[src/logic/gb_irq_pkg.sv]
// ------------------------------------------------
// interrupt sources, lower index wins
// ------------------------------------------------
`default_nettype none

package gb_irq_pkg;

	localparam int IRQ_N = 5;

	// bit positions in IF / IE
	localparam int IRQ_VBLANK = 0;
	localparam int IRQ_LCD    = 1;
	localparam int IRQ_TIMER  = 2;
	localparam int IRQ_SERIAL = 3;
	localparam int IRQ_JOYPAD = 4;

	// rst vectors 40, 48 .. 60
	localparam logic [7:0] IRQ_VEC_BASE = 8'h40;
	localparam logic [7:0] IRQ_VEC_STEP = 8'd8;
	localparam logic [7:0] IRQ_VEC_NONE = 8'h55; // nothing pending

endpackage

`default_nettype wire

[src/logic/irq_controller.sv]
// ------------------------------------------------
// IF/IE, lowest pending+enabled index has priority
// ------------------------------------------------
`default_nettype none

module irq_controller
	import gb_irq_pkg::*;
(
	input  logic       clk_cpu,
	input  logic       reset,
	input  logic [7:0] cpu_wdata,
	input  logic       cpu_wr,
	input  logic       sel_irq_if,
	input  logic       sel_irq_ie,
	input  logic       irq_ack,
	input  logic       vblank,     // level
	input  logic       lcd_irq,    // 1-cycle pulse
	input  logic       timer_irq,  // 1-cycle pulse
	input  logic       serial_irq, // 1-cycle pulse
	input  logic [7:0] key_lines,  // low active rows
	output logic [7:0] if_rdata,
	output logic [7:0] ie_rdata,
	output logic       irq,
	output logic [7:0] irq_vector
);

	logic [IRQ_N-1:0] if_r;
	logic [IRQ_N-1:0] ie_r;
	logic [IRQ_N-1:0] pending;
	logic [IRQ_N-1:0] set_bits;
	logic [IRQ_N-1:0] ack_mask; // one-hot, flag cleared by ack
	logic [2:0]       vec_idx;
	logic             vblank_d;
	logic [7:0]       key_d;

	assign pending = if_r & ie_r;
	assign irq     = |pending;

	// new events this cycle
	always_comb begin
		set_bits             = '0;
		set_bits[IRQ_VBLANK] = vblank && !vblank_d; // rising edge only
		set_bits[IRQ_LCD]    = lcd_irq;
		set_bits[IRQ_TIMER]  = timer_irq;
		set_bits[IRQ_SERIAL] = serial_irq;
		set_bits[IRQ_JOYPAD] = |(key_d & ~key_lines); // any key going low
	end

	// scan down so the lowest index ends up chosen
	always_comb begin
		ack_mask = '0;
		vec_idx  = '0;
		for (int i = IRQ_N - 1; i >= 0; i--) begin
			if (pending[i]) begin
				ack_mask    = '0;
				ack_mask[i] = 1'b1;
				vec_idx     = 3'(i);
			end
		end
	end

	assign irq_vector = irq ? IRQ_VEC_BASE + IRQ_VEC_STEP * {5'd0, vec_idx} : IRQ_VEC_NONE;

	always_ff @(posedge clk_cpu) begin
		if (reset) begin
			if_r     <= '0;
			ie_r     <= '0;
			vblank_d <= 1'b0;
			key_d    <= 8'hFF; // released
		end else begin
			vblank_d <= vblank;
			key_d    <= key_lines;
			if (cpu_wr && sel_irq_if)
				if_r <= cpu_wdata[IRQ_N-1:0]; // cpu write replaces all
			else if (irq_ack)
				if_r <= (if_r | set_bits) & ~ack_mask;
			else
				if_r <= if_r | set_bits;
			if (cpu_wr && sel_irq_ie)
				ie_r <= cpu_wdata[IRQ_N-1:0];
		end
	end

	assign if_rdata = {3'b111, if_r};
	assign ie_rdata = {3'b000, ie_r};

endmodule

`default_nettype wire

[config.mk]
export PLATFORM = sky130hd
export DESIGN_NAME = irq_controller
export DESIGN_NICKNAME = d
export VERILOG_FILES = /design/src/logic/gb_irq_pkg.sv /design/src/logic/irq_controller.sv
export SDC_FILE = /design/constraint.sdc
export NUM_CORES = 1
export LEC_CHECK = 0
export BUFFER_PORTS_ARGS = -buffer_cell sky130_fd_sc_hd__buf_2
export CORE_UTILIZATION = 30
export CTS_CLUSTER_DIAMETER = 50
export DETAILED_ROUTE_END_ITERATION = 7
export SETUP_SLACK_MARGIN = 0.1
export SYNTH_ARGS = -nofsm -noshare
export SYNTH_HDL_FRONTEND = slang
export SYNTH_SLANG_ARGS = --single-unit
[constraint.sdc]
create_clock -name clk_cpu -period 2.24 [get_ports clk_cpu]
set_input_delay 0.336 -clock clk_cpu [delete_from_list [all_inputs] [get_ports clk_cpu]]
set_output_delay 0.336 -clock clk_cpu [all_outputs]
set_load 0.005 [all_outputs]
==> Word level (Yosys, flattened, before mapping) <==
Index checks and enable logic that the tools add are counted.
{ "totals": {"reg_bits": 19, "output_inout_bits": 25, "inputBits": 26, "elab_cells": 30} }
{ "op_classes": {"n_mux": 13, "n_bitwise": 6, "n_addsub": 1, "reduce_logical": 6} }
{ "ops": {"columns": ["cell", "n"], "rows": [
  ["2-to-1 mux 5 bit", 7],
  ["2-to-1 mux 3 bit", 5],
  ["bitwise AND 5 bit", 2],
  ["adder 7 x 6 -> 8 bit (first input constant)", 1],
  ["bitwise AND 8 bit", 1],
  ["2-to-1 mux 8 bit", 1],
  ["NOT 8 bit", 1],
  ["OR reduction 8 bit", 1],
  ["NOT 5 bit", 1],
  ["OR 5 bit", 1],
  ["OR reduction 5 bit", 1],
  ["logical AND 1 bit", 3],
  ["logical NOT 1 bit", 1]
]} }

==> Depth between registers and ports, before layout <==
{ "logic_depth": {"word_depth": 10, "ltp_mapped": 5, "depth_no_buf": 4} }

==> Worst setup path after synthesis <==
OpenSTA, ideal clock, no wires.
{ "synth_path": {"path_type": "reg-to-output", "from": "register if_r[1]", "to": "output irq_vector[2]", "path_stages_with_launch": 5, "path_slack_ns": 0.994, "path_buffers": 1, "arrival_ns": 0.910, "t_required_ns": 1.904, "cell_sequence": "dfxtp_1 a22oi_1 nand3_1 inv_1 buf_4"} }
{ "synth_between": {"elab_chain_cells": 3} }
{ "synth_rtl": {"columns": ["item", "line_no", "source"], "rows": [
  ["start, declared", "irq_controller.sv:27", "logic [IRQ_N-1:0] if_r;"],
  ["start signal, assigned", "irq_controller.sv:74", "if_r <= cpu_wdata[IRQ_N-1:0];"],
  ["start signal, assigned", "irq_controller.sv:76", "if_r <= (if_r | set_bits) & ~ack_mask;"],
  ["start signal, assigned", "irq_controller.sv:78", "if_r <= if_r | set_bits;"],
  ["bitwise AND 5 bit", "irq_controller.sv:36", "assign pending = if_r & ie_r;"],
  ["OR reduction 5 bit", "irq_controller.sv:37", "assign irq = |pending;"],
  ["net irq", "irq_controller.sv:23", "output logic irq,"],
  ["2-to-1 mux 8 bit", "irq_controller.sv:62", "assign irq_vector = irq ? IRQ_VEC_BASE + IRQ_VEC_STEP * {5'd0, vec_idx} : IRQ_VEC_NONE;"],
  ["end, declared", "irq_controller.sv:24", "output logic [7:0] irq_vector"]
]} }
The timed path passes the listed nets, and every way through them passes these cells.

==> Worst setup path in the final report <==
{ "layout_path": {"from": "register if_r[3]", "to": "output irq_vector[4]"} }
{ "layout_between": {"elab_chain_cells": 7, "word_cells_on_any_way": 8, "classes_between": "add/sub: 1; mux: 5; bitwise: 1; reduce/logical: 1"} }
{ "layout_rtl": {"columns": ["item", "line_no", "source"], "rows": [
  ["bitwise AND 5 bit (*)", "irq_controller.sv:36", null],
  ["2-to-1 mux 3 bit (4 in series)", "irq_controller.sv:54", "if (pending[i]) begin"],
  ["adder 7 x 6 -> 8 bit", "irq_controller.sv:62", null],
  ["2-to-1 mux 8 bit (*)", "irq_controller.sv:62", null]
]} }
Mark *: on every way between the ends. The rest lies on a longest branch, timed or not.

==> results.ini <==
[clock_network]
cts.sinks=19
cts-resized-gates=0
worstSkewPairLatency_ns=0.29
postCtsSetupRepairBufs=0
cts_tree=done
cts.root.buffer_cell=clkbuf_4
clockBufferDepth=2
clk_pin_slew_worst_paths_ns=0.10
h-tree-depth=1
hold_buffers=0
cts_buffers=3

[setup_path]
start_kind=register
crit_type=register to primary output
cp-end-kind=primary output
path_max_fanout=4
r2r_end=if_r[3]
worstPathArrival_ns=1.34
r2r_slack_ns=1.00
reg2reg_depth=4
r2r-start=if_r[1]
worstPathRequired_ns=1.90

[routing]
final_antenna_net_count=0
remaining_drc_errors=0
via_count=820
first_pass_iters=4
drt_wl_total_um=1930
dr.first_iter.drc_count=23
vias_per_cell=4.77
avgRoutedWirePerCell_um=11.2

[yosys]
yosysWarningCount=0
yosysTopAreaCell=dfxtp_1
synth-simple-area-share=0.266
synth.area.mux_share=0
yosysSeqAreaShare=0.426
synthCells=106
synth_area_sq_um=893
synth_edf_count=0
synth_seq_cells=19
synth_top_family_by_area=simple AND/OR/NAND/NOR gates
synth-xor-area-share=0
synth_cell_types=30
synthAdderAreaFrac=0
synth_compound_area_frac=0.174
synthFlopType=dfxtp_1
synthTopCellsByArea=dfxtp_1 (43%), buf_4 (8.4%), nand2_1 (7.1%)
syn_avg_cell_area_sq_um=8.43
synth_top_area_frac=0.426
synthArstFlopShare=0

[timing]
hold_violations=0
period_minus_slack_ns=1.67
totalNegativeSetupSlack_ns=0
finalMaxSlewViolations=0
finalSetupViolCount=0
rsz0062_at_grt=false
fin_skew_ns=0.00333
setup_slack_ns=0.565
fmax_ghz=0.597
fin_crit_sh=0.748

[cells_and_area]
final_cell_mix=buf_2 (38), dfxtp_1 (19), nand2_1 (17)
areaGrowthSynthToFinish_pct=21.1
final_nets=168
n_fill_cell=300
drive_above_1_share=0.340
layout_commonest_cell=buf_2
diodes=0

[grt]
gr-usage-all-layers=0.119
grt_pass1_vias=690
antenna_found_initial=0
grt_overflow=0
grt_first_pass_wirelength_um=2990
grt_max_degree=21

[pwr]
vdd_drop_max_mv=0.360
intPower_uw=478
power_frac_seq=0.584
comb_power_share=0.161
power_density_mw_per_mm2=593
p_sw_frac=0.255
clockPowerShare=0.256
leakage_nw=0.503
switchingPower_uw=164

[min_path]
hp-start=key_lines[4]
holdPathEnd=key_d[4]
hold_path.class=primary input to register
whs_path_depth=2

[placed_design]
hpwl_um=1510
io_buffer_count=38
routabilityCongestion=0.772
pre_cts_ws_ns=0.890

[floorplanning]
core_area_sq_mm=0.00278
die_area_sq_mm=0.00320
die_h_um=56.6
fp.dieW_um=56.6
io_pins=51
placementRows=19
start_util=0.321

[flow_run]
drv_cap=0

[run_status]
status=finished clean

sequential cells by signal, indices dropped and copies added (netlist names):
register	flops
if_r	5
vblank_d	1
ie_r	5
key_d	8
cell type report:
class | instances | area, sq um | area share
Multi-Input combinational cell | 75 | 427 | 0.394
Tap cell | 31 | 38.8 | 0.0358
Inverter | 5 | 20.0 | 0.0185
Timing Repair Buffer | 38 | 190 | 0.176
Sequential cell | 19 | 380 | 0.351
Clock buffer | 4 | 26.3 | 0.0243
worst max-delay path by stage:
stage,start,end,slack [ns]
floorplan,if_r[1],irq_vector[2],0.99
global placement,if_r[3],irq_vector[4],0.88
detailed placement,if_r[3],irq_vector[4],0.89
CTS,if_r[3],irq_vector[4],0.55
global route,if_r[3],irq_vector[4],0.41
finish,if_r[3],irq_vector[4],0.57
cells by family (layout without fill, tap and decap cells):
family          after synthesis  after routing
buf+inv                      19             47
other cells                   2              9
compound gates               19             19
flops                        19             19
simple gates                 47             47
cells in the mapped netlist, drive strengths merged (3+ instances only):
master   n
o221ai   3
inv      4
buf     12
nand2b   4
or2      8
nand2   17
dfxtp   19
nand3    8
nor2     3
a21oi    8
power groups by stage:
| stage | Combinational (mW) | Clock, mW | Sequential, mW |
|---|---|---|---|
| 2_1_floorplan | 0.0674 | 0 | 0.381 |
| 3_3_place_gp | 0.102 | 0 | 0.382 |
| 3_5_place_dp | 0.104 | 0 | 0.382 |
| 4_1_cts | 0.104 | 0.171 | 0.375 |
| 5_1_grt | 0.115 | 0.191 | 0.377 |
| 6_report | 0.103 | 0.164 | 0.374 |
metrics by stage:
stage | utilization | hold WS (ns) | cells | cell area [sq um] | power [mW]
floorplan | - | 0.436 | 113 | 920 | 0.448
global placement | 0.380 | 0.478 | 168 | 1060 | 0.483
detailed placement | 0.380 | 0.488 | 168 | 1060 | 0.486
CTS | 0.389 | 0.230 | 172 | 1080 | 0.649
global route | 0.389 | 0.214 | 172 | 1080 | 0.684
finish | 0.389 | 0.232 | 172 | 1080 | 0.641
critical path, cell delays in order, from the launching register on:
cell,delay [ns]
dfxtp_1,0.35
a22oi_1,0.25
nand3_1,0.16
and2_1,0.18
buf_2,0.12
metal layers:
layer / GRT usage / share of wire
met2: 0.190 / 0.50
met1: 0.156 / 0.43
met4: 0.0627 / 0.0067
met3: 0.0161 / 0.064
met5: 0 / 0
Note: power is estimated with default switching activity, not from simulation.
