--- config.mk ---
export PLATFORM = sky130hd
export DESIGN_NAME = cart_rom_ctrl
export DESIGN_NICKNAME = d
export VERILOG_FILES = /design/src/logic/gb_memmap_pkg.sv /design/src/logic/cart_rom_ctrl.sv
export SDC_FILE = /design/constraint.sdc
export NUM_CORES = 1
export LEC_CHECK = 0
export BUFFER_PORTS_ARGS = -buffer_cell sky130_fd_sc_hd__buf_2
export CAP_MARGIN = 40
export CORE_MARGIN = 2
export CORE_UTILIZATION = 26
export DETAILED_ROUTE_END_ITERATION = 8
export GPL_TIMING_DRIVEN = 0
export PLACE_DENSITY_LB_ADDON = 0.25
export SKIP_CTS_REPAIR_TIMING = 1
export SLEW_MARGIN = 20
export SYNTH_ARGS = -nofsm -noshare
export SYNTH_HDL_FRONTEND = slang
export SYNTH_SLANG_ARGS = --single-unit
--- constraint.sdc ---
create_clock -name clk_cpu -period 1.7 [get_ports clk_cpu]
set_input_delay 0.255 -clock clk_cpu [delete_from_list [all_inputs] [get_ports clk_cpu]]
set_output_delay 0.255 -clock clk_cpu [all_outputs]
set_load 0.01 [all_outputs]
--- src/logic/gb_memmap_pkg.sv ---
// ------------------------------------------------
// CPU address map and I/O register addresses
// ------------------------------------------------
`default_nettype none

package gb_memmap_pkg;

	localparam int ADDR_W      = 16;
	localparam int DATA_W      = 8;

	// I/O registers
	localparam logic [15:0] REG_P1   = 16'hFF00; // joypad
	localparam logic [15:0] REG_SB   = 16'hFF01; // serial data, reads FF
	localparam logic [15:0] REG_SC   = 16'hFF02; // serial control
	localparam logic [15:0] REG_IF   = 16'hFF0F;
	localparam logic [15:0] REG_BOOT = 16'hFF50; // boot overlay disable
	localparam logic [15:0] REG_SVBK = 16'hFF70; // wram bank, colour only
	localparam logic [15:0] REG_IE   = 16'hFFFF;

	localparam int WRAM_OFS_W  = 13; // C000..DFFF window
	localparam int WRAM_PHYS_W = 15; // 8 banks of 4k
	localparam int HRAM_W      = 7;

	localparam logic [7:0] BOOT_KEY_CGB  = 8'h11;
	localparam logic [7:0] FAST_BOOT_TAG = 8'h42; // seen by boot code at FF50

	// one window offset, seen flat or as bank bit + page offset
	typedef union packed {
		logic [WRAM_OFS_W-1:0] flat;
		struct packed {
			logic        bank_sel; // 1 -> D000 page, switchable
			logic [11:0] page_ofs;
		} paged;
	} wram_ofs_u;

endpackage

`default_nettype wire

--- src/logic/cart_rom_ctrl.sv ---
// ------------------------------------------------
// boot ROM overlays cart ROM until FF50 written
// bios_rdata must be valid for 0000..08FF
// ------------------------------------------------
`default_nettype none

module cart_rom_ctrl
	import gb_memmap_pkg::*;
(
	input  logic              clk_cpu,
	input  logic              reset,
	input  logic              cgb_mode,
	input  logic [ADDR_W-1:0] cpu_addr,
	input  logic [DATA_W-1:0] cpu_wdata,
	input  logic              cpu_rd,
	input  logic              cpu_wr,
	input  logic              sel_rom,    // rom or cart ram
	input  logic [DATA_W-1:0] cart_rdata,
	input  logic [DATA_W-1:0] bios_rdata,
	output logic [ADDR_W-1:0] cart_addr,
	output logic [DATA_W-1:0] cart_wdata,
	output logic              cart_rd,
	output logic              cart_wr,
	output logic [11:0]       bios_addr,
	output logic [DATA_W-1:0] rom_rdata,
	output logic              boot_active
);

	logic boot_key;   // disable value for current mode
	logic bios_lo;    // 0000..00FF
	logic bios_hi;    // 0200..08FF, colour only
	logic use_bios;

	assign boot_key = cgb_mode ? (cpu_wdata == BOOT_KEY_CGB) : cpu_wdata[0];

	always_ff @(posedge clk_cpu) begin
		if (reset)
			boot_active <= 1'b1;
		else if (cpu_wr && cpu_addr == REG_BOOT && boot_key)
			boot_active <= 1'b0; // one-way until reset
	end

	// ------------------------------------------------
	// overlay, header 0100..01FF always from cart
	// ------------------------------------------------
	assign bios_lo  = cpu_addr[15:8] == 8'h00;
	assign bios_hi  = cpu_addr >= 16'h0200 && cpu_addr <= 16'h08FF;
	assign use_bios = boot_active && (bios_lo || (cgb_mode && bios_hi));

	assign bios_addr = cpu_addr[11:0];
	assign rom_rdata = use_bios ? bios_rdata : cart_rdata;

	// cart bus follows the cpu directly
	assign cart_addr  = cpu_addr;
	assign cart_wdata = cpu_wdata;
	assign cart_rd    = sel_rom && cpu_rd;
	assign cart_wr    = sel_rom && cpu_wr; // mbc writes land here too

endmodule

`default_nettype wire

# ---- Word-level counts from Yosys, hierarchy flattened
# Cells that the tools add are included.
dict set report word_totals {
  elab_cells 16
  reg_bits 1
  input_bits 46
  output_inout_bits 47
}
dict set report classes {
  reduce_logical 9
  n_eq_ne 2
  mux 2
  order_cmp 2
}
# op count
set op_table {}
lappend op_table {{== test 16 bit (second input constant)} 1}
lappend op_table {{greater-or-equal comparator 16 x 10 -> 1 bit (second input constant)} 1}
lappend op_table {{less-or-equal comparator 16 x 12 -> 1 bit (second input constant)} 1}
lappend op_table {{== test 8 x 5 -> 1 bit (second input constant)} 1}
lappend op_table {{logical NOT 8 bit} 1}
lappend op_table {{2-to-1 mux 8 bit} 1}
lappend op_table {{logical AND 1 bit} 7}
lappend op_table {{logical OR 1 bit} 1}
lappend op_table {{2-to-1 mux 1 bit} 1}

# ---- Longest topological paths before layout
dict set report logic_depth {
  depth_word 6
  depth_mapped 4
  depth_no_buf 4
}

# ---- Worst setup path before layout
# No wires, ideal clock.
dict set report synth_timing {
  path_type {flip-flop to output port}
  startpoint {reg boot_active}
  endpoint {out rom_rdata[0]}
  setup_slack_ns 0.290
  path_stages_with_launch 4
  required_ns 1.445
  path_buffers 0
  arrival_ns 1.155
  path_cell_list {dfxtp_1 -> nor4b_2 -> o211ai_2 -> mux2_2}
}
dict set report synth_between {
  elab_chain_cells 2
}
# item line
set synth_lines {}
lappend synth_lines {{start: declaration} cart_rom_ctrl.sv:26} ;# output logic boot_active
lappend synth_lines {{start signal: assignment} cart_rom_ctrl.sv:38} ;# boot_active <= 1'b1;
lappend synth_lines {{start signal: assignment} cart_rom_ctrl.sv:40} ;# boot_active <= 1'b0;
lappend synth_lines {{logical AND 1 bit} cart_rom_ctrl.sv:48} ;# assign use_bios = boot_active && (bios_lo || (cgb_mode && bios_hi));
lappend synth_lines {{2-to-1 mux 8 bit} cart_rom_ctrl.sv:51} ;# assign rom_rdata = use_bios ? bios_rdata : cart_rdata;
lappend synth_lines {{end: declaration} cart_rom_ctrl.sv:25} ;# output logic [DATA_W-1:0] rom_rdata,
# No other way between the ends.

# ---- Final worst setup path
dict set report layout_timing {
  startpoint {in cpu_addr[15]}
  endpoint {out rom_rdata[4]}
}
dict set report layout_between {
  elab_chain_cells 6
  word_cells_on_any_way 8
  cone_classes {order compare: 2; mux: 1; reduce/logical: 5}
}
# item line
set layout_lines {}
lappend layout_lines {{start: declaration} cart_rom_ctrl.sv:13} ;# input logic [ADDR_W-1:0] cpu_addr,
lappend layout_lines {{greater-or-equal comparator 16 x 10 -> 1 bit / less-or-equal comparator 16 x 12 -> 1 bit (equally long branches)} cart_rom_ctrl.sv:47} ;# assign bios_hi = cpu_addr >= 16'h0200 && cpu_addr <= 16'h08FF;
lappend layout_lines {{logical AND 1 bit} cart_rom_ctrl.sv:47}
lappend layout_lines {{logical AND 1 bit} cart_rom_ctrl.sv:48}
lappend layout_lines {{logical OR 1 bit (*)} cart_rom_ctrl.sv:48}
lappend layout_lines {{logical AND 1 bit (*)} cart_rom_ctrl.sv:48}
lappend layout_lines {{2-to-1 mux 8 bit (*)} cart_rom_ctrl.sv:51}
# Every way passes the cells marked *; elsewhere a longest branch is shown, timed or not.

==> results.py <==
metrics = {
    "synthesis": {
        "syn_nets": 110,
        "synth_flop_cell": "dfxtp_1",
        "synthArstFlopShare_pct": 0,
        "yosys_warnings": 0,
        "postSynthAreaPerCell_um2": 8.17,
        "netlist_instances": 64,
        "synth-seq-cells": 1,
        "synth_area_um2": 523,
        "synth_cell_types": 17,
        "synth_edf_count": 0,
        "synth_seq_area_share_pct": 3.83,
    },
    "place": {
        "finalWeightedCongestion": 0.611,
        "port_buffers": 92,
        "placed_cell_area_um2": 1020,
        "dpl.hpwl_um": 1520,
    },
    "finish": {
        "fin_util_pct": 53.8,
        "largest_register": "boot_active",
        "reg_top3": "boot_active: 1 flops",
        "syn2layout_area_growth_pct": 97.6,
        "final_common_cell": "buf_2",
        "finalNetCount": 205,
        "finalInstanceArea_um2": 1030,
        "diodes": 0,
        "fillers": 188,
        "largest_reg_flops": 1,
        "final_cell_mix": "buf_2, buf_4, mux2_2",
        "drive_gt1_share_pct": 89.2,
    },
    "critical_path": {
        "rr_worst_depth": 1,
        "r2r-end": "boot_active",
        "crit_arrival_ns": 1.35,
        "crit_path_start_kind": "input pin",
        "reg2reg_slack_ns": 1.10,
        "worstSetupPathType": "input pin to output port",
        "cp_max_fo": 8,
        "worstPathRequired_ns": 1.44,
        "rr_startpoint": "boot_active",
        "crit_path_end_kind": "output port",
    },
    "hold_path": {
        "min_from": "reset",
        "hold_path_end": "boot_active",
        "holdCritPathClass": "input pin to flip-flop",
        "whs_path_depth": 2,
    },
    "sta": {
        "hold_viol": 0,
        "setup-violations-final": 0,
        "rsz0062_at_grt": "no",
        "finalSetupTns_ns": 0,
        "timing.final.crit_period_ns": 1.61,
        "fin_crit_sh_pct": 94.5,
        "worstMarginPinSlew_ns": 0.282,
        "max_freq_mhz": 622,
        "relSlewSlack_pct": 80.9,
        "slew_viol_final": 0,
        "finClkSkew_ns": 0,
    },
    "die": {
        "rows": 16,
        "die_width_um": 48.9,
        "die_h_um": 48.9,
        "coreArea_um2": 1920,
        "ios": 93,
        "die_area_um2": 2390,
        "initial_core_util_pct": 27.2,
    },
    "global_routing": {
        "grt_max_degree": 9,
        "grt_pass1_wl_um": 2300,
        "first_global_vias": 596,
        "overflow": 0,
        "gr-usage-all-layers_pct": 11.2,
        "antenna_found_initial": 0,
    },
    "detailed_routing": {
        "first_iter_violations": 1,
        "vias_per_cell": 4.01,
        "drt_pass1_iterations": 2,
        "vias": 738,
        "antenna_left": 0,
        "wirelength_um": 1610,
        "drc_errors": 0,
        "wire_per_inst_um": 8.76,
    },
    "outcome": {
        "status": "completed",
    },
    "power": {
        "ir_drop_mv": 0.130,
        "p_leak_uw": 0.000628,
        "power.density_nw_per_um2": 252,
    },
    "clock_tree": {
        "clkTransAtPathRegs_ns": 0,
        "clock_latency_ns": 0,
    },
    "job": {
        "cap_viol_max_count": 0,
    },
}
power breakdown:
group,total [uW],leakage (uW),internal [uW],switching [uW]
Clock,0,0,0,0
Sequential,23.9,0.00000810,23.9,0.0000794
Combinational,237,0.000619,141,95.9
final cells by class:
class / count / area [um^2] / area share [%]
multi-input cells: 26 / 238 / 23.0
flip-flops and latches: 1 / 20.0 / 1.94
well taps: 27 / 33.8 / 3.27
plain buffers: 36 / 270 / 26.2
inverters: 1 / 3.75 / 0.363
repair buffers: 93 / 468 / 45.3
worst max-delay path, cell delays in order:
cell and delay [ns]:
buf_2 0.13, nor4b_4 0.28, o211ai_2 0.11, buf_4 0.17
mux2_2 0.26, buf_2 0.14
worst max-delay path by stage:
stage | start | endpoint | slack (ns) | cells after the start
4_1_cts | cpu_addr[9] | rom_rdata[7] | 0.005 | 6
3_5_place_dp | cpu_addr[9] | rom_rdata[7] | 0.004 | 6
5_1_grt | cpu_addr[9] | rom_rdata[5] | 0.03 | 7
6_report | cpu_addr[15] | rom_rdata[4] | 0.09 | 6
3_3_place_gp | cpu_addr[9] | rom_rdata[2] | 0.03 | 6
2_1_floorplan | boot_active | rom_rdata[0] | 0.29 | 3
cell families after synthesis:
logic type	synth area share, %
buf+inv	52.4
flops	3.83
simple gates	18.7
compound gates	7.89
mux	17.2
through the flow:
stage | hold WS [ns] | power (uW) | std cells | setup WS [ns]
final | 0.480 | 261 | 184 | 0.0927
after global routing | 0.489 | 280 | 184 | 0.0267
after CTS | 0.481 | 262 | 183 | 0.00507
after detailed placement | 0.480 | 261 | 183 | 0.00374
after global placement | 0.466 | 257 | 183 | 0.0290
after floorplan | 0.365 | 142 | 64 | 0.290
Yosys cell counts (all sizes together) (2+ instances only):
library cell / n / share of area, %
nand4: 3 / 3.6
mux2: 8 / 17
and2: 2 / 2.4
nor3: 2 / 1.9
buf: 36 / 52
nor4b: 3 / 6.2
per-layer routing:
layer  up-vias  routed length [um]  GRT usage, %
li1        376                   -             -
met1       305                 564          12.6
met2        57                 803          22.8
met3         0                 244          2.15
met4         0                   0             0
met5         -                   0             0
Note: power is estimated with default switching activity, not from simulation.
