===== config.mk =====
export PLATFORM = sky130hd
export DESIGN_NAME = serial_ctrl
export DESIGN_NICKNAME = d
export VERILOG_FILES = /design/src/logic/serial_ctrl.sv
export SDC_FILE = /design/constraint.sdc
export NUM_CORES = 1
export LEC_CHECK = 0
export BUFFER_PORTS_ARGS = -buffer_cell sky130_fd_sc_hd__buf_2
export CAP_MARGIN = 20
export CORE_ASPECT_RATIO = 1.2
export CORE_MARGIN = 2
export CORE_UTILIZATION = 50
export DETAILED_ROUTE_END_ITERATION = 7
export GPL_TIMING_DRIVEN = 0
export PLACE_DENSITY = 0.75
export SYNTH_ARGS = -nofsm -noshare
export SYNTH_HDL_FRONTEND = slang
export SYNTH_SLANG_ARGS = --single-unit

===== constraint.sdc =====
create_clock -name clk_cpu -period 2.5 [get_ports clk_cpu]
set_input_delay 0.5 -clock clk_cpu [delete_from_list [all_inputs] [get_ports clk_cpu]]
set_output_delay 0.5 -clock clk_cpu [all_outputs]
set_load 0.1 [all_outputs]

===== src/logic/serial_ctrl.sv =====
// ------------------------------------------------
// dummy link port, no data shifted, only the irq
// ------------------------------------------------
`default_nettype none

module serial_ctrl #(
	parameter int SERIAL_DIV_W = 9
) (
	input  logic       clk_cpu,
	input  logic       reset,
	input  logic [7:0] cpu_wdata,
	input  logic       cpu_wr,
	input  logic       sel_sc,
	output logic [7:0] sc_rdata,
	output logic       serial_irq
);

	logic                    sc_start;
	logic                    sc_clk;  // internal clock select
	logic [SERIAL_DIV_W-1:0] div;
	logic [3:0]              bit_cnt; // underflows still to go

	always_ff @(posedge clk_cpu) begin
		if (reset) begin
			sc_start   <= 1'b0;
			sc_clk     <= 1'b0;
			div        <= '1;
			bit_cnt    <= 4'd8;
			serial_irq <= 1'b0;
		end else begin
			serial_irq <= 1'b0;
			if (sel_sc && cpu_wr) begin
				sc_start <= cpu_wdata[7];
				sc_clk   <= cpu_wdata[0];
				if (cpu_wdata[7]) begin // restart transfer
					div     <= '1;
					bit_cnt <= 4'd8;
				end
			end else if (sc_start && sc_clk) begin
				div <= div - 1'b1;
				if (div == '0 && bit_cnt != 4'd0)
					bit_cnt <= bit_cnt - 4'd1;
				if (bit_cnt == 4'd0) begin // byte done
					serial_irq <= 1'b1;
					sc_start   <= 1'b0;
					div        <= '1;
					bit_cnt    <= 4'd8;
				end
			end
		end
	end

	assign sc_rdata = {sc_start, 6'h3F, sc_clk};

endmodule

`default_nettype wire


---- Word-level counts from Yosys, hierarchy flattened ----
Cells that the tools add are included.
storage, ports and cells
  bits in registers ....................... 16
  input port bits ......................... 12
  output and inout port bits .............. 9
cells by class
  add/sub/neg operators ................... 2
  equality and inequality tests ........... 1
  mux-type cells .......................... 13
  bitwise operators ....................... 1
  reductions and logical operators ........ 13
operators by type and width
  kind                 number
  $mux 9               4
  $mux 4               5
  $logic_not 9->1      1
  $sub 9x1->9 const B  1
  $logic_not 4->1      1
  $mux 1               4
  $reduce_and 2->1     2
  $reduce_bool 2->1    2
  $reduce_bool 4->1    1
  $sub 4x1->4 const B  1
  $logic_and 1x1->1    3
  $reduce_and 3->1     1
  $reduce_bool 3->1    1
  $reduce_or 3->1      1
  $ne 2x2->1 const B   1
  $not 1->1            1

---- Depth between registers and ports, before layout ----
Gate-level depths: netlist (run 1).
  depth in word-level cells ............... 6
  depth in mapped cells ................... 6
  gate-level depth less buffers ........... 6

---- Least setup slack after synthesis (run 1) ----
No wires, ideal clock.
  path type ............................... reg-to-reg
  start ................................... reg bit_cnt[0]
  end ..................................... reg bit_cnt[3]
  setup time .............................. 0.148 ns
  arrival ................................. 1.552 ns
  required time ........................... 2.352 ns
  slack ................................... 0.800 ns
  cell stages (with the launch flop) ...... 7
  buffers on the path ..................... 0
  period minus slack after synthesis ...... 1.700 ns
  path through ............................ dfxtp_1 inv_1 ha_1 nor3b_1 a311oi_2 nor4b_1 a211oi_1
between the ends
  cells in the longest elaborated chain, start to end .. 5
ends and longest elaborated chain
  item                      line  RTL
  start: declaration        21    logic [3:0] bit_cnt;
  start signal: assignment  42    bit_cnt <= bit_cnt - 4'd1;
  $sub 4x1->4               42
  $mux 4                    41    if (div == '0 && bit_cnt != 4'd0)
  $mux 4                    43    if (bit_cnt == 4'd0) begin
  $mux 4                    39    end else if (sc_start && sc_clk) begin
  $mux 4                    32    if (sel_sc && cpu_wr) begin
Several ways; a longest one is shown, not always the timed one. The select of a mux whose other input is x is not followed.
A chain may end at the register's enable or synchronous reset.

---- Final worst setup path (run 1) ----
Ends and elaborated chain as after synthesis.

==> flow_summary.toml, run 1 <==
[floorplan]
die_w_um = 42.4
fp.dieArea_mm2 = 0.00212
initial_core_util_pct = 53.8
die_y_um = 50.0
rows = 16
coreArea_mm2 = 0.00164
ios = 21

[route]
first_iter_violations = 13
drc = 0
wl_um = 1630
postRouteAntennaNets = 0
dr_total_vias = 764
wire_per_inst_um = 12.0
drtPass1Iterations = 4
viasPerCell = 5.62

[timing]
relSlewSlack_pct = 55.4
tns_ps = 0
worstMarginPinSlew_ps = 668
rsz0062_at_grt = "no"
fin_skew_ps = 9.68
fin_crit_sh_pct = 79.5
fmax_ghz = 0.503
drv_slew = 0
whs_ps = 442
finalHoldViolations = 0
finalCriticalPeriod_ps = 1990
setup_violations = 0

[critical_path]
startpoint_type = "register"
crit_arrival_ps = 2120
cp.required_ps = 2640
slowest_delay_ps = 630
cp-end-kind = "register"
crit_chain = "inv_1 -> ha_1 -> nor3b_1 -> a311oi_2 -> nor4b_1 -> a211oi_1"
critPathMaxFanout = 10
cpMaxStageDelayCell = "a311oi_2"
worstSetupPathType = "reg2reg"

[power_and_ir_drop]
leakage_nw = 0.422
max-vdd-ir-drop_mv = 0.394
report.power.total_mw = 0.520
powerDensity_mw_per_mm2 = 522

[clock_network]
cts-root-buf = "clkbuf_4"
numCtsBuffers = 3
clkSinkCount = 16
post_cts_buffers = 0
clock_latency_ps = 290
clock_path_buffers = 2
hold_buffers = 0
clk_pin_slew_worst_paths_ps = 100
cts_tree = "yes"
ctsHtreeMaxLevel = 1
cts_resized = 0

[layout]
fin_nets = 133
syn2layout_area_growth_pct = 12.7
antenna_cells = 0
final_layout_size_suffix_gt1_share_pct = 22.0

[logic_synthesis]
yosys_register_bits = 16
syn_area_um2 = 883
syn_inst = 102
ys_seq_area_share_pct = 36.3
synthDistinctLibCells = 36
yosysWarnings = 0
synth_ff_type = "dfxtp_1"
synthArstFlopShare_pct = 0
synth.avg_cell_area_um2 = 8.66
synth_edf_count = 0

[run_status]
status = "complete, no violations"

[placed_design]
place.gp.congestion = 0.817
dp_hpwl_um = 1270
io_buffers = 7

[job]
cap_violations = 0

[global_route]
gr-total-overflow = 0
first_global_vias = 726
grt_pass1_wl_um = 2840
antenna_found_initial = 0
grt_use_total_pct = 17.4
grt_max_degree = 11

[hold_path]
hp-class = "in2reg"
-- cell usage in the layout (no fill, tap or decap), types with 3 or more instances in the layout --
master / n
conb_1: 6
o21ai_0: 8
nor3_1: 3
dfxtp_1: 16
buf_2: 8
a21oi_1: 4
o31ai_1: 3
inv_1: 9
clkbuf_4: 3
nand2b_1: 3
nand3_1: 4
buf_4: 8
nand2_1: 7
or4_1: 5
-- synth_stat cells (2+ instances only) --
cell type	number	area (um2)
nor2_1	2	7.51
o21ai_0	8	40.0
a211oi_1	2	15.0
a21oi_1	4	20.0
buf_4	8	60.1
nand3_1	4	20.0
nand2_1	7	26.3
nor3_1	3	15.0
ha_1	2	25.0
nand2b_1	3	18.8
dfxtp_1	16	320
a21o_1	2	15.0
or4_1	5	37.5
nor4b_1	2	17.5
o31ai_1	3	22.5
a31oi_1	2	12.5
or3_1	2	12.5
inv_1	9	33.8
-- report_power, final --
| part | internal [mW] | switching (mW) |
|---|---|---|
| combinational | 0.0204 | 0.0707 |
| sequential | 0.258 | 0.00250 |
| clock | 0.0887 | 0.0798 |
| total | 0.367 | 0.153 |
-- registers in the layout (all words and copies together) (netlist names) --
signal / count
bit_cnt: 4
div: 9
sc_clk: 1
sc_start: 1
serial_irq: 1
-- critical path, delay by kind of cell (launching register included) --
kind / cells / cell delay (ps)
compound gates: 2 / 710
buf+inv: 1 / 50
fa+ha+maj: 1 / 230
simple gates: 2 / 470
flops: 1 / 370
-- path summary, 6_finish.rpt --
| kind | start | to | slack [ps] | cells after the start |
|---|---|---|---|---|
| max reg2reg | bit_cnt[0] | bit_cnt[3] | 510 | 6 |
| max | bit_cnt[0] | bit_cnt[3] | 510 | 6 |
| min reg2reg | div[8] | div[8] | 470 | 1 |
| min | cpu_wdata[0] | sc_clk | 440 | 3 |
-- logic make-up (layout without fill, tap and decap cells) --
family | Yosys count | count (layout) | synth area share, %
simple gates | 37 | 37 | 27.2
compound gates | 25 | 25 | 19.5
buf+inv | 19 | 30 | 11.6
flops | 16 | 16 | 36.3
fa+ha+maj | 2 | 2 | 2.83
other cells | 1 | 6 | 0.425
xor+xnor | 1 | 1 | 0.992
mux | 1 | 1 | 1.13
-- area by class of cell --
class / count / area [um2]
fillers: 178 / 646
multi-input cells: 72 / 479
flip-flops and latches: 16 / 320
plain buffers: 10 / 68.8
clock buffers: 4 / 36.3
repair buffers: 7 / 35.0
inverters: 9 / 33.8
well taps: 18 / 22.5
-- routing by layer --
metal	track usage (%)	wire length, um	vias to the layer above	part of all wire, %
met1	18.5	722	357	44
met2	31.3	844	11	52
met3	2.20	36	4	2.2
met4	11.5	29	0	1.8
li1	-	-	392	-
met5	0	0	-	0
-- stage by stage --
stage	utilization, %	instance area, um2	setup WS (ps)	std cells
after detailed placement	58.5	960	496	132
final	60.7	996	512	136
after floorplan	-	902	800	107
after global routing	60.7	996	374	136
after CTS	60.7	996	490	136
after global placement	58.5	960	506	132
Power figures use the tool's default switching activity.
==> inputs of run 2 (changes only) <==
==> constraint.sdc (replaced) <==
create_clock -name clk_cpu -period 2.1 [get_ports clk_cpu]
set_input_delay 0.42 -clock clk_cpu [delete_from_list [all_inputs] [get_ports clk_cpu]]
set_output_delay 0.42 -clock clk_cpu [all_outputs]
set_load 0.1 [all_outputs]
==> run 2 against run 1 <==
Critical path depth did not move. Cell count did not move. Via count fell by 0.79%. Sequential power rose by 19%. Flip-flop and latch count did not move. Critical endpoint unchanged. Utilization rose by 0.69 points. Global-route usage did not move. Final area rose by 1.1%. Clock skew barely moved. Largest power group unchanged.
==> flow_summary.toml, run 2 (synthesis results as in run 1) <==
[run_status]
status = "complete, no violations"

[critical_path]
crit_arrival_ps = 2000
cp.required_ps = 2250
r2r_end = "bit_cnt[3]"
cp-end-kind = "register"
r2r_start = "bit_cnt[0]"
reg2reg_slack_ps = 250
critPathMaxFanout = 10
startpoint_type = "register"
reg2regPathDepth = 6
worstSetupPathType = "reg2reg"

[layout]
final_layout_size_suffix_gt1_share_pct = 22.0
instances_no_fill = 136
regMostFlops = "div"
finalCoreUtilization_pct = 61.4
fillers = 176
final_cell_area_mm2 = 0.00101
syn2layout_area_growth_pct = 14.0
fin_nets = 133
mostFrequentLayoutCell = "dfxtp_1"
final_cell_mix = "16 x dfxtp_1, 9 x inv_1, 8 x buf_2, 8 x o21ai_0, 8 x buf_4"
largest_reg_flops = 9
largestRegisters = "div: 9 flops, bit_cnt: 4 flops"
antenna_cells = 0

[global_route]
grt_max_degree = 11
grt_use_total_pct = 17.4
gr-total-overflow = 0
antenna_found_initial = 0
first_global_vias = 726
grt_pass1_wl_um = 2840

[floorplan]
coreArea_mm2 = 0.00164
initial_core_util_pct = 53.8
die_y_um = 50.0
die_w_um = 42.4
rows = 16
ios = 21
fp.dieArea_mm2 = 0.00212

[route]
viasPerCell = 5.57
wire_per_inst_um = 12.1
first_iter_violations = 13
dr_total_vias = 758
postRouteAntennaNets = 0
wl_um = 1650
drc = 0
drtPass1Iterations = 4

[power_and_ir_drop]
p_sw_share_pct = 29.5
intPower_mw = 0.437
powerDensity_mw_per_mm2 = 616
combPwrFrac_pct = 17.8
p_clk_share_pct = 32.3
report.power.total_mw = 0.621
max-vdd-ir-drop_mv = 0.470
leakage_nw = 0.424
switching_power_mw = 0.183
seqPwrFrac_pct = 49.9

[clock_network]
clock_latency_ps = 290
numCtsBuffers = 3
ctsHtreeMaxLevel = 1
clkSinkCount = 16
clk_pin_slew_worst_paths_ps = 100
cts_tree = "yes"
clock_path_buffers = 2
cts-root-buf = "clkbuf_4"
hold_buffers = 0

[timing]
drv_slew = 0
fin_crit_sh_pct = 88.3
fin_skew_ps = 9.39
finalCriticalPeriod_ps = 1850
tns_ps = 0
rsz0062_at_grt = "no"
fmax_ghz = 0.539
worst_slack_ps = 245
whs_ps = 362
finalHoldViolations = 0
setup_violations = 0

[placed_design]
io_buffers = 7
place.gp.congestion = 0.817
place_ws_ps = 123
dp_hpwl_um = 1270
dp_cells = 132
placed_area_um2 = 960

[job]
cap_violations = 0

[hold_path]
hp-class = "in2reg"
holdPathEnd = "sc_clk"
min_path_cells = 3
min_from = "cpu_wdata[0]"
## run 2: cell counts in the layout (fill, tap and decap cells not counted)
No cell type changed its count.
## run 2: layer usage
metal  GRT usage [%]  vias up  wire length [um]
met5               0        -                 0
met4            11.5        0                29
met3            2.20        4                31
met2            31.3        8               862
met1            18.5      356               728
li1                -      390                 -
## run 2: what timing repair did
item,in CTS,in global routing
resized for setup,0,1
endpoints found under the setup margin,0,1
buffers inserted,0,0
endpoints found under the hold margin,0,0
## run 2: worst max-delay path, cell delays in order (launching register included)
cell and delay [ps]:
dfxtp_1 370, inv_1 50, ha_1 230, nor3b_1 180
a311oi_4 510, nor4b_1 290, a211oi_1 80
## run 2: cell type report
type / count / area, um2 / area share, %
multi-input combinational: 72 / 490 / 48.7
sequential: 16 / 320 / 31.8
buffer: 10 / 68.8 / 6.83
clock buffer: 4 / 36.3 / 3.60
timing repair buffer: 7 / 35.0 / 3.48
inverter: 9 / 33.8 / 3.35
tap: 18 / 22.5 / 2.24
## run 2: how the worst max path moves through the flow
stage / start / end / depth (start not counted)
floorplan: bit_cnt[0] / bit_cnt[3] / 6
global placement: bit_cnt[0] / bit_cnt[3] / 6
detailed placement: bit_cnt[0] / bit_cnt[3] / 6
CTS: bit_cnt[0] / bit_cnt[3] / 6
global route: div[0] / bit_cnt[1] / 6
finish: bit_cnt[0] / bit_cnt[3] / 6
## run 2: power by group through the flow
| stage | logic, mW | registers (mW) | clock network [mW] |
|---|---|---|---|
| 2_1_floorplan | 0.0954 | 0.316 | 0 |
| 3_3_place_gp | 0.107 | 0.317 | 0 |
| 3_5_place_dp | 0.108 | 0.317 | 0 |
| 4_1_cts | 0.109 | 0.310 | 0.207 |
| 5_1_grt | 0.117 | 0.311 | 0.215 |
| 6_report | 0.110 | 0.310 | 0.200 |
