### src/logic/joypad.sv
// ------------------------------------------------
// joystick bits are high when pressed
// ------------------------------------------------
`default_nettype none

module joypad (
	input  logic       clk_cpu,
	input  logic       reset,
	input  logic [7:0] cpu_wdata,
	input  logic       cpu_wr,
	input  logic       sel_p1,
	input  logic [7:0] joystick, // start,select,b,a,down,up,left,right
	output logic [7:0] p1_rdata,
	output logic [7:0] key_lines
);

	logic [1:0] p54;     // 0 selects that row
	logic [3:0] row_dir;
	logic [3:0] row_btn;

	// low active rows forced high when not selected
	assign row_dir = ~{joystick[3], joystick[2], joystick[1], joystick[0]} | {4{p54[0]}};
	assign row_btn = ~{joystick[7], joystick[6], joystick[5], joystick[4]} | {4{p54[1]}};

	always_ff @(posedge clk_cpu) begin
		if (reset)
			p54 <= 2'b00;
		else if (sel_p1 && cpu_wr)
			p54 <= cpu_wdata[5:4];
	end

	assign key_lines = {row_dir, row_btn}; // watched for falling edges
	assign p1_rdata  = {2'b11, p54, row_dir & row_btn};

endmodule

`default_nettype wire

### config.mk
export PLATFORM = sky130hd
export DESIGN_NAME = joypad
export DESIGN_NICKNAME = d
export VERILOG_FILES = /design/src/logic/joypad.sv
export SDC_FILE = /design/constraint.sdc
export NUM_CORES = 1
export LEC_CHECK = 0
export BUFFER_PORTS_ARGS = -buffer_cell sky130_fd_sc_hd__clkbuf_2
export CORE_AREA = 10 10 47 49
export DETAILED_ROUTE_END_ITERATION = 6
export DIE_AREA = 0 0 57 59
export REMOVE_ABC_BUFFERS = 1
export SYNTH_ARGS = -nofsm -noshare
export SYNTH_HDL_FRONTEND = slang
export SYNTH_SLANG_ARGS = --single-unit
### constraint.sdc
create_clock -name clk_cpu -period 0.8 [get_ports clk_cpu]
set_input_delay 0.2 -clock clk_cpu [delete_from_list [all_inputs] [get_ports clk_cpu]]
set_output_delay 0.2 -clock clk_cpu [all_outputs]
set_load 0.1 [all_outputs]
After elaboration in Yosys (flattened, before gate mapping):

Index checks and enable logic that the tools add are counted.

* register bits: 2
* bits in latches: 0
* RAM bits: 0
* memory bits (read-only): 0
* input port bits: 20
* logic and storage cells: 7
* memories: 0

* $add $sub $neg: 0
* $mul: 0
* div/mod/pow operators: 0
* magnitude comparators: 0
* eq/ne operators: 0
* shifts and indexed selects: 0
* mux-type cells: 0
* bitwise operators: 5
* reductions and logical operators: 1

Operators by type and width (number)
* 4-bit inverter: 2
* 4-bit bitwise OR: 2
* 4-bit AND: 1
* 1-bit logical AND: 1

Logic depth before layout (Yosys ltp):

Gate-level depths: netlist (run 1).

* depth in word-level cells: 3
* depth in mapped cells: 2
* depth with buffers taken out: 2

Worst setup path before layout (run 1):

Ideal clock, no wire load.

* path type: register to output
* start: register p54[1]
* end: output port p1_rdata[0]
* arrival: 2.722 ns
* data required time: 0.600 ns
* path slack: -2.122 ns
* cell stages (with the launch flop): 3
* path through: dfxtp_1 nand2b_1 and2_1

* cells in the longest elaborated chain, start to end: 2

RTL lines
* start, declared: line 17 `logic [1:0] p54;`
* start signal, assigned: line 29 `p54 <= cpu_wdata[5:4];`
* 4-bit bitwise OR: line 23 `assign row_btn = ~{joystick[7], joystick[6], joystick[5], joystick[4]} | {4{p54[1]}};`
* via key_lines[0]: line 14 `output logic [7:0] key_lines`
* 4-bit AND: line 33 `assign p1_rdata = {2'b11, p54, row_dir & row_btn};`
* end, declared: line 13 `output logic [7:0] p1_rdata,`

The timed path passes the listed nets, and every way through them passes these cells.

Final worst setup path (run 1):

* start: register p54[0]
* end: output port p1_rdata[0]

* cells in the longest elaborated chain, start to end: 2

RTL lines
* 4-bit bitwise OR: line 22 `assign row_dir = ~{joystick[3], joystick[2], joystick[1], joystick[0]} | {4{p54[0]}};`
* 4-bit AND: line 33

No other way between the ends.

==> results of run 1 <==
[cell type report]
cell class | count | area (um^2)
clock buffers | 3 | 22.52
repair buffers | 37 | 446.7
well taps | 16 | 20.02
flip-flops and latches | 2 | 47.55
multi-input cells | 20 | 200.2
fillers | 135 | 664.4
[worst register-to-register path: cells and delay by family, from the launching register on]
family	cells	cell delay, ps
AO/OA/AOI/OAI	2	300
buffers and inverters	1	140
flip-flops	1	340
[repair_timing]
| item | CTS | global route |
|---|---|---|
| endpoints found under the hold margin | 0 | 0 |
| setup endpoints to repair | 16 | 16 |
| gates resized for setup | 19 | 4 |
| setup buffers | 2 | 0 |
| pin swaps | 4 | 0 |
[routing by layer]
layer  vias up  share of wire
met5         -              0
met4         0              0
met3         0           0.15
met2        22           0.53
met1       142           0.32
li1        151              -
[cells in the final DEF (no fill, tap or decap), drive strengths merged]
master / instances
nand2b: 8
a21oi: 1
nand3: 1
o21ba: 1
clkbuf: 16
conb: 2
and3: 1
buf: 24
a21boi: 1
a21bo: 1
and2: 4
dfxtp: 2
[worst paths after layout]
path                             start          end  slack [ps]  depth (start not counted)
worst min-delay path             reset       p54[0]         140                          2
worst max register to register  p54[1]       p54[1]        -100                          3
worst min register to register  p54[0]       p54[0]         760                          3
worst max-delay path            p54[0]  p1_rdata[0]        -430                          3
[through the flow]
stage          std cells  setup TNS [ps]  utilization  area, um^2  power [mW]
6_report              78           -5451       0.5259       737.0       1.148
5_1_grt               78           -5901       0.5259       737.0       1.187
4_1_cts               78           -5664       0.5161       723.2       1.163
3_5_place_dp          75           -3141       0.4429       620.6      0.8717
3_3_place_gp          75           -2795       0.4429       620.6      0.8676
2_1_floorplan         22          -19350            -       180.2      0.5525
[where the power goes]
group	internal [mW]	total [mW]	switching (mW)
Clock	0.165	0.215	0.0507
Combinational	0.321	0.824	0.503
Sequential	0.102	0.108	0.00600
[cells by family after synthesis]
| logic type | Yosys count |
|---|---|
| flip-flops | 2 |
| AND/OR/NAND/NOR | 14 |
| other | 1 |
| AO/OA/AOI/OAI | 4 |
| buffers and inverters | 2 |
==> impl_results.md, run 1 <==
* Hold slack at between 100 and 150 ps
* LEAKAGE at around 0.36 nW
* Number of flops mapped to enable cells by yosys at 0
* GR Overflow Total at 0
* Xor/xnor share of the synthesized area at 0
* Final hold vios at 0
* Largest family of logic cells by synthesized area: simple AND/OR/NAND/NOR gates
* Post-synthesis sequential area ratio at 0.2092
* Setup Skew at 0 ps
* WP data arrival at about 1000 ps
* Total core area at around 1400 um^2
* CTS tree: yes
* DRC at 0
* CP cell instances: nand2b_4, and2_4, buf_12
* Compound-gate portion of the synthesized area at 0.1895
* Placement Setup Slack at -282.7 ps
* Clk root buf: clkbuf_4
* Port Buffers at 27
* Largest register FFs at 2
* Crit path capture type: output pin
* N_diodes at 0
* Setup ws final at -432.0 ps
* Startpoint type of the worst setup path: flip-flop
* GPL Wtd Cong at roughly 0.69
* Slowest cell on crit path: dfxtp_4
* Die extent in y at between 50 and 60 um
* Seq cells post-synth at 2
* WP buf/inv at 1
* Largest net degree at the start of global routing at 6
* Critical-path maximum fanout at 5
* Power density over the cells at 1558 nW/um^2
* Final period util at 1.540
* Synthesized area at 191.4 um^2
* Predominant post-synthesis flop cell: dfxtp_1
* Die area at between 3000 and 4000 um^2
* Vias per cell at between 4 and 5
* Fmax at 0.8117 GHz
* Hold Buf Count CTS at 0
* Failing checks: negative setup slack
* Post-DP HPWL at between 800 and 900 um
* Routed WL at roughly 1.0 mm
* H-tree Lvls at 1
* Per-cell routed wire length at about 13 um
* Synth Area per Inst at 8.323 um^2
* Nets@finish at 84
* Layout area overhead at 285.0%
* Setup violations, final at 16
* Detailed Route Iter0 Violations at 1
* Final Max Tran Viols at 0
* Met3 usage at 0.04077
* Post-Synth Simple-Gate Area at 0.5033
* Biggest register: p54
* First-pass GRT wire length at approximately 1.7 mm
* Row cnt at 14
* Ranking of synthesized cells by area: dfxtp_1, nand2b_2, and2_1, nand2b_1, buf_4
* Yosys cell types at 12
* GR Util met2 at 0.1039
* Top-area cell type share of the netlist area at 0.2092
* Gr busiest metal: met2
* Final ANT Viol Nets at 0
* Worst min path class: input port to flip-flop
* Fin crit period at roughly 1200 ps
* IO Pins at 36
* CTS max path bufs at 2
* Cells after synthesis at 23
* Status: finished with violations
* YS warnings at 0
* VDD IR-drop max at about 0.64 mV
* TritonRoute pass-1 iters at 2
* Vias at around 320
* Clock Latency Late Sink at approximately 220 ps
* Synth Area in Adders at 0
* Vias in the first global route at 363
* Die Wd at around 57 um
* Biggest regs: p54 (2)
* GRT Total Usage at 0.06255
* Biggest area consumer among synthesized cells: dfxtp_1
* Clk pin slew, worst setup/hold paths at 30 ps
* Inserted Clock Buffers at 3
* Post-synthesis mux area share at 0
* Max cap viols at 0
* Crit-path max cell delay at about 340 ps
* Asr flop ratio synth at 0
* Worst EP required at roughly 600 ps
* Crit path max-delay family: flip-flops
* Kind of critical path: flip-flop to output pin
* Initial Utilization at 0.1366
* Initial antenna violation count at 0
* # clock sinks at 2
* RSZ-0062 raised after global routing: true
* Synth cell count leaders: and2_1, nand2b_1, nand2b_2, buf_4, dfxtp_1
* Met1 Resource Use GR at 0.05556
* Share of cells above drive strength 1 at 0.8871
Power figures use the tool's default switching activity.
==> run 2, diff against run 1 <==
==> constraint.sdc (replaced) <==
create_clock -name clk_cpu -period 1.1 [get_ports clk_cpu]
set_input_delay 0.275 -clock clk_cpu [delete_from_list [all_inputs] [get_ports clk_cpu]]
set_output_delay 0.275 -clock clk_cpu [all_outputs]
set_load 0.1 [all_outputs]
==> impl_results.md, run 2 (synthesized netlist as in run 1, its figures left out) <==
* Detailed Route Iter0 Violations at 1 (unchanged)
* # clock sinks at 2 (unchanged)
* Critical-path maximum fanout at 5 (unchanged)
* Clk pin slew, worst setup/hold paths at 30 ps (about the same)
* Power density over the cells at 1129 nW/um^2 (was 1558 nW/um^2)
* Most common cell after layout, fill and taps aside: buf_12 (unchanged)
* Largest register FFs at 2 (unchanged)
* TritonRoute pass-1 iters at 2 (unchanged)
* Design internal power at 427.7 uW (was 588.0 uW)
* Reg area at 47.55 um^2 (unchanged)
* IO Pins at 36 (unchanged)
* Biggest register: p54 (unchanged)
* Final period util at 1.182
* RSZ-0062 raised after global routing: true (unchanged)
* N_diodes at 0 (unchanged)
* Layout area overhead at 286.9% (was 285.0%)
* Worst EP required at 820 ps (was 600 ps)
* Routed WL at 1.053 mm (was 1.048 mm)
* Total core area at 1401 um^2 (unchanged)
* Row cnt at 14 (unchanged)
* Fmax at a little under 0.8 GHz
* Die extent in y at 59 um (unchanged)
* Kind of critical path: flip-flop to output pin (unchanged)
* Crit path capture type: output pin (unchanged)
* Filler cell count at 121 (was 135)
* GRT Total Usage at 0.06344 (was 0.06255)
* Largest net degree at the start of global routing at 6 (unchanged)
* VDD IR-drop max at 0.5932 mV (was 0.6406 mV)
* Max cap viols at 0 (unchanged)
* CTS tree: yes (unchanged)
* Inserted Clock Buffers at 3 (unchanged)
* Flop pwr share at 0.094 (about the same)
* GR Overflow Total at 0 (unchanged)
* Commonest cells after routing, fill and taps aside: buf_12, clkbuf_2, nand2b_4 (unchanged)
* Post-DP HPWL at 896.6 um (was 894.2 um)
* Die Wd at 57 um (unchanged)
* Nets@finish at 85 (was 84)
* LEAKAGE at 0.3672 nW (was 0.3636 nW)
* First-pass GRT wire length at 1.662 mm (was 1.676 mm)
* Switch Pwr at 408.9 uW (was 559.9 uW)
* Total power at 836.5 uW (was 1.148 mW)
* Clk root buf: clkbuf_4 (unchanged)
* Startpoint type of the worst setup path: flip-flop (unchanged)
* DRC at 0 (unchanged)
* Clock network fraction of design power at 0.191 (was 0.188)
* Final ANT Viol Nets at 0 (unchanged)
* Slowest cell on crit path: dfxtp_4 (unchanged)
* Vias at 318 (was 315)
* Per-cell routed wire length at 13.33 um (was 13.44 um)
* Die area at 3363 um^2 (unchanged)
* Share of cells above drive strength 1 at 0.8889 (was 0.8871)
* Vias in the first global route at 389 (was 363)
* Port Buffers at 27 (unchanged)
* Setup violations, final at 14 (was 16)
* CP cell instances: nand2b_4, and2_4, buf_12 (unchanged)
* Multi-input logic area at 200.2 um^2 (unchanged)
* Clock Latency Late Sink at 220 ps (about the same)
* Setup Skew at 0 ps (unchanged)
* Gate power share at 0.715 (was 0.718)
* Util after Layout at 0.5286 (was 0.5259)
* CTS max path bufs at 2 (unchanged)
* Status: finished with violations (unchanged)
* Worst min path class: input port to flip-flop (unchanged)
* Switching share of power at 0.4888 (was 0.4878)
* Failing checks: negative setup slack (unchanged)
* Final hold vios at 0 (unchanged)
* Initial Utilization at 0.1366 (unchanged)
* Vias per cell at 4.025 (was 4.038)
* Hold Buf Count CTS at 0 (unchanged)
* H-tree Lvls at 1 (unchanged)
* Initial antenna violation count at 0 (unchanged)
* Crit-path max cell delay at 350 ps (was 340 ps)
* Setup ws final at -200.5 ps (was -432.0 ps)
* WP data arrival at 1030 ps (about the same)
* Biggest regs: p54 (2) (unchanged)
* Fin crit period at roughly 1300 ps
* GPL Wtd Cong at 0.6935 (was 0.6899)
* Final Max Tran Viols at 0 (unchanged)
-- run 2: changes by cell type in the layout (fill, tap and decap cells not counted) --
cell   change
buf_4      +2
buf_6      -1
-- run 2: power groups by stage --
stage | clock network [mW] | logic [mW] | registers, mW
floorplan | 0 | 0.298 | 0.104
global placement | 0 | 0.549 | 0.0812
detailed placement | 0 | 0.553 | 0.0814
CTS | 0.169 | 0.601 | 0.0789
global route | 0.181 | 0.616 | 0.0793
finish | 0.160 | 0.598 | 0.0786
-- run 2: through the flow --
step	worst slack, ps	hold slack (ps)	area (um^2)	instances	setup TNS [ps]
2_1_floorplan	-1897	337.4	180.2	22	-15600
3_3_place_gp	-44.17	450.1	620.6	75	-157.7
3_5_place_dp	-66.77	458.4	620.6	75	-215.8
4_1_cts	-211.0	217.0	740.7	79	-2418
5_1_grt	-233.2	228.1	740.7	79	-2721
6_report	-200.5	221.4	740.7	79	-2257
-- run 2: critical path, delay by kind of cell (launching register included) --
family / cells / cell delay, ps
buf+inv: 1 / 160
flops: 1 / 350
simple gates: 2 / 300
-- run 2: metal layers --
layer	routed length (um)	part of all wire	GRT usage	vias to the layer above
met3	143	0.14	0.04506	2
met4	8	0.0076	0.04027	0
li1	-	-	-	153
met2	521	0.49	0.1085	22
met5	0	0	0	-
met1	380	0.36	0.05207	141
-- run 2: path summary, 6_finish.rpt --
check                             from  slack (ps)     endpoint  cells after the start
worst min register to register  p54[0]         770       p54[0]                      3
worst min-delay path             reset         220       p54[0]                      2
worst max-delay path            p54[0]        -200  p1_rdata[3]                      3
worst max register to register  p54[1]         110       p54[1]                      4
-- run 2: cell type report --
type | instances | area share
Sequential cell | 2 | 0.06419
Multi-Input combinational cell | 20 | 0.2703
Timing Repair Buffer | 38 | 0.6081
Clock buffer | 3 | 0.03041
Tap cell | 16 | 0.02703
-- run 2: repair_timing --
| action | in CTS | in global routing |
|---|---|---|
| endpoints found under the setup margin | 14 | 14 |
| buffers inserted | 1 | 0 |
| pin swaps | 3 | 0 |
| gates resized for setup | 22 | 0 |
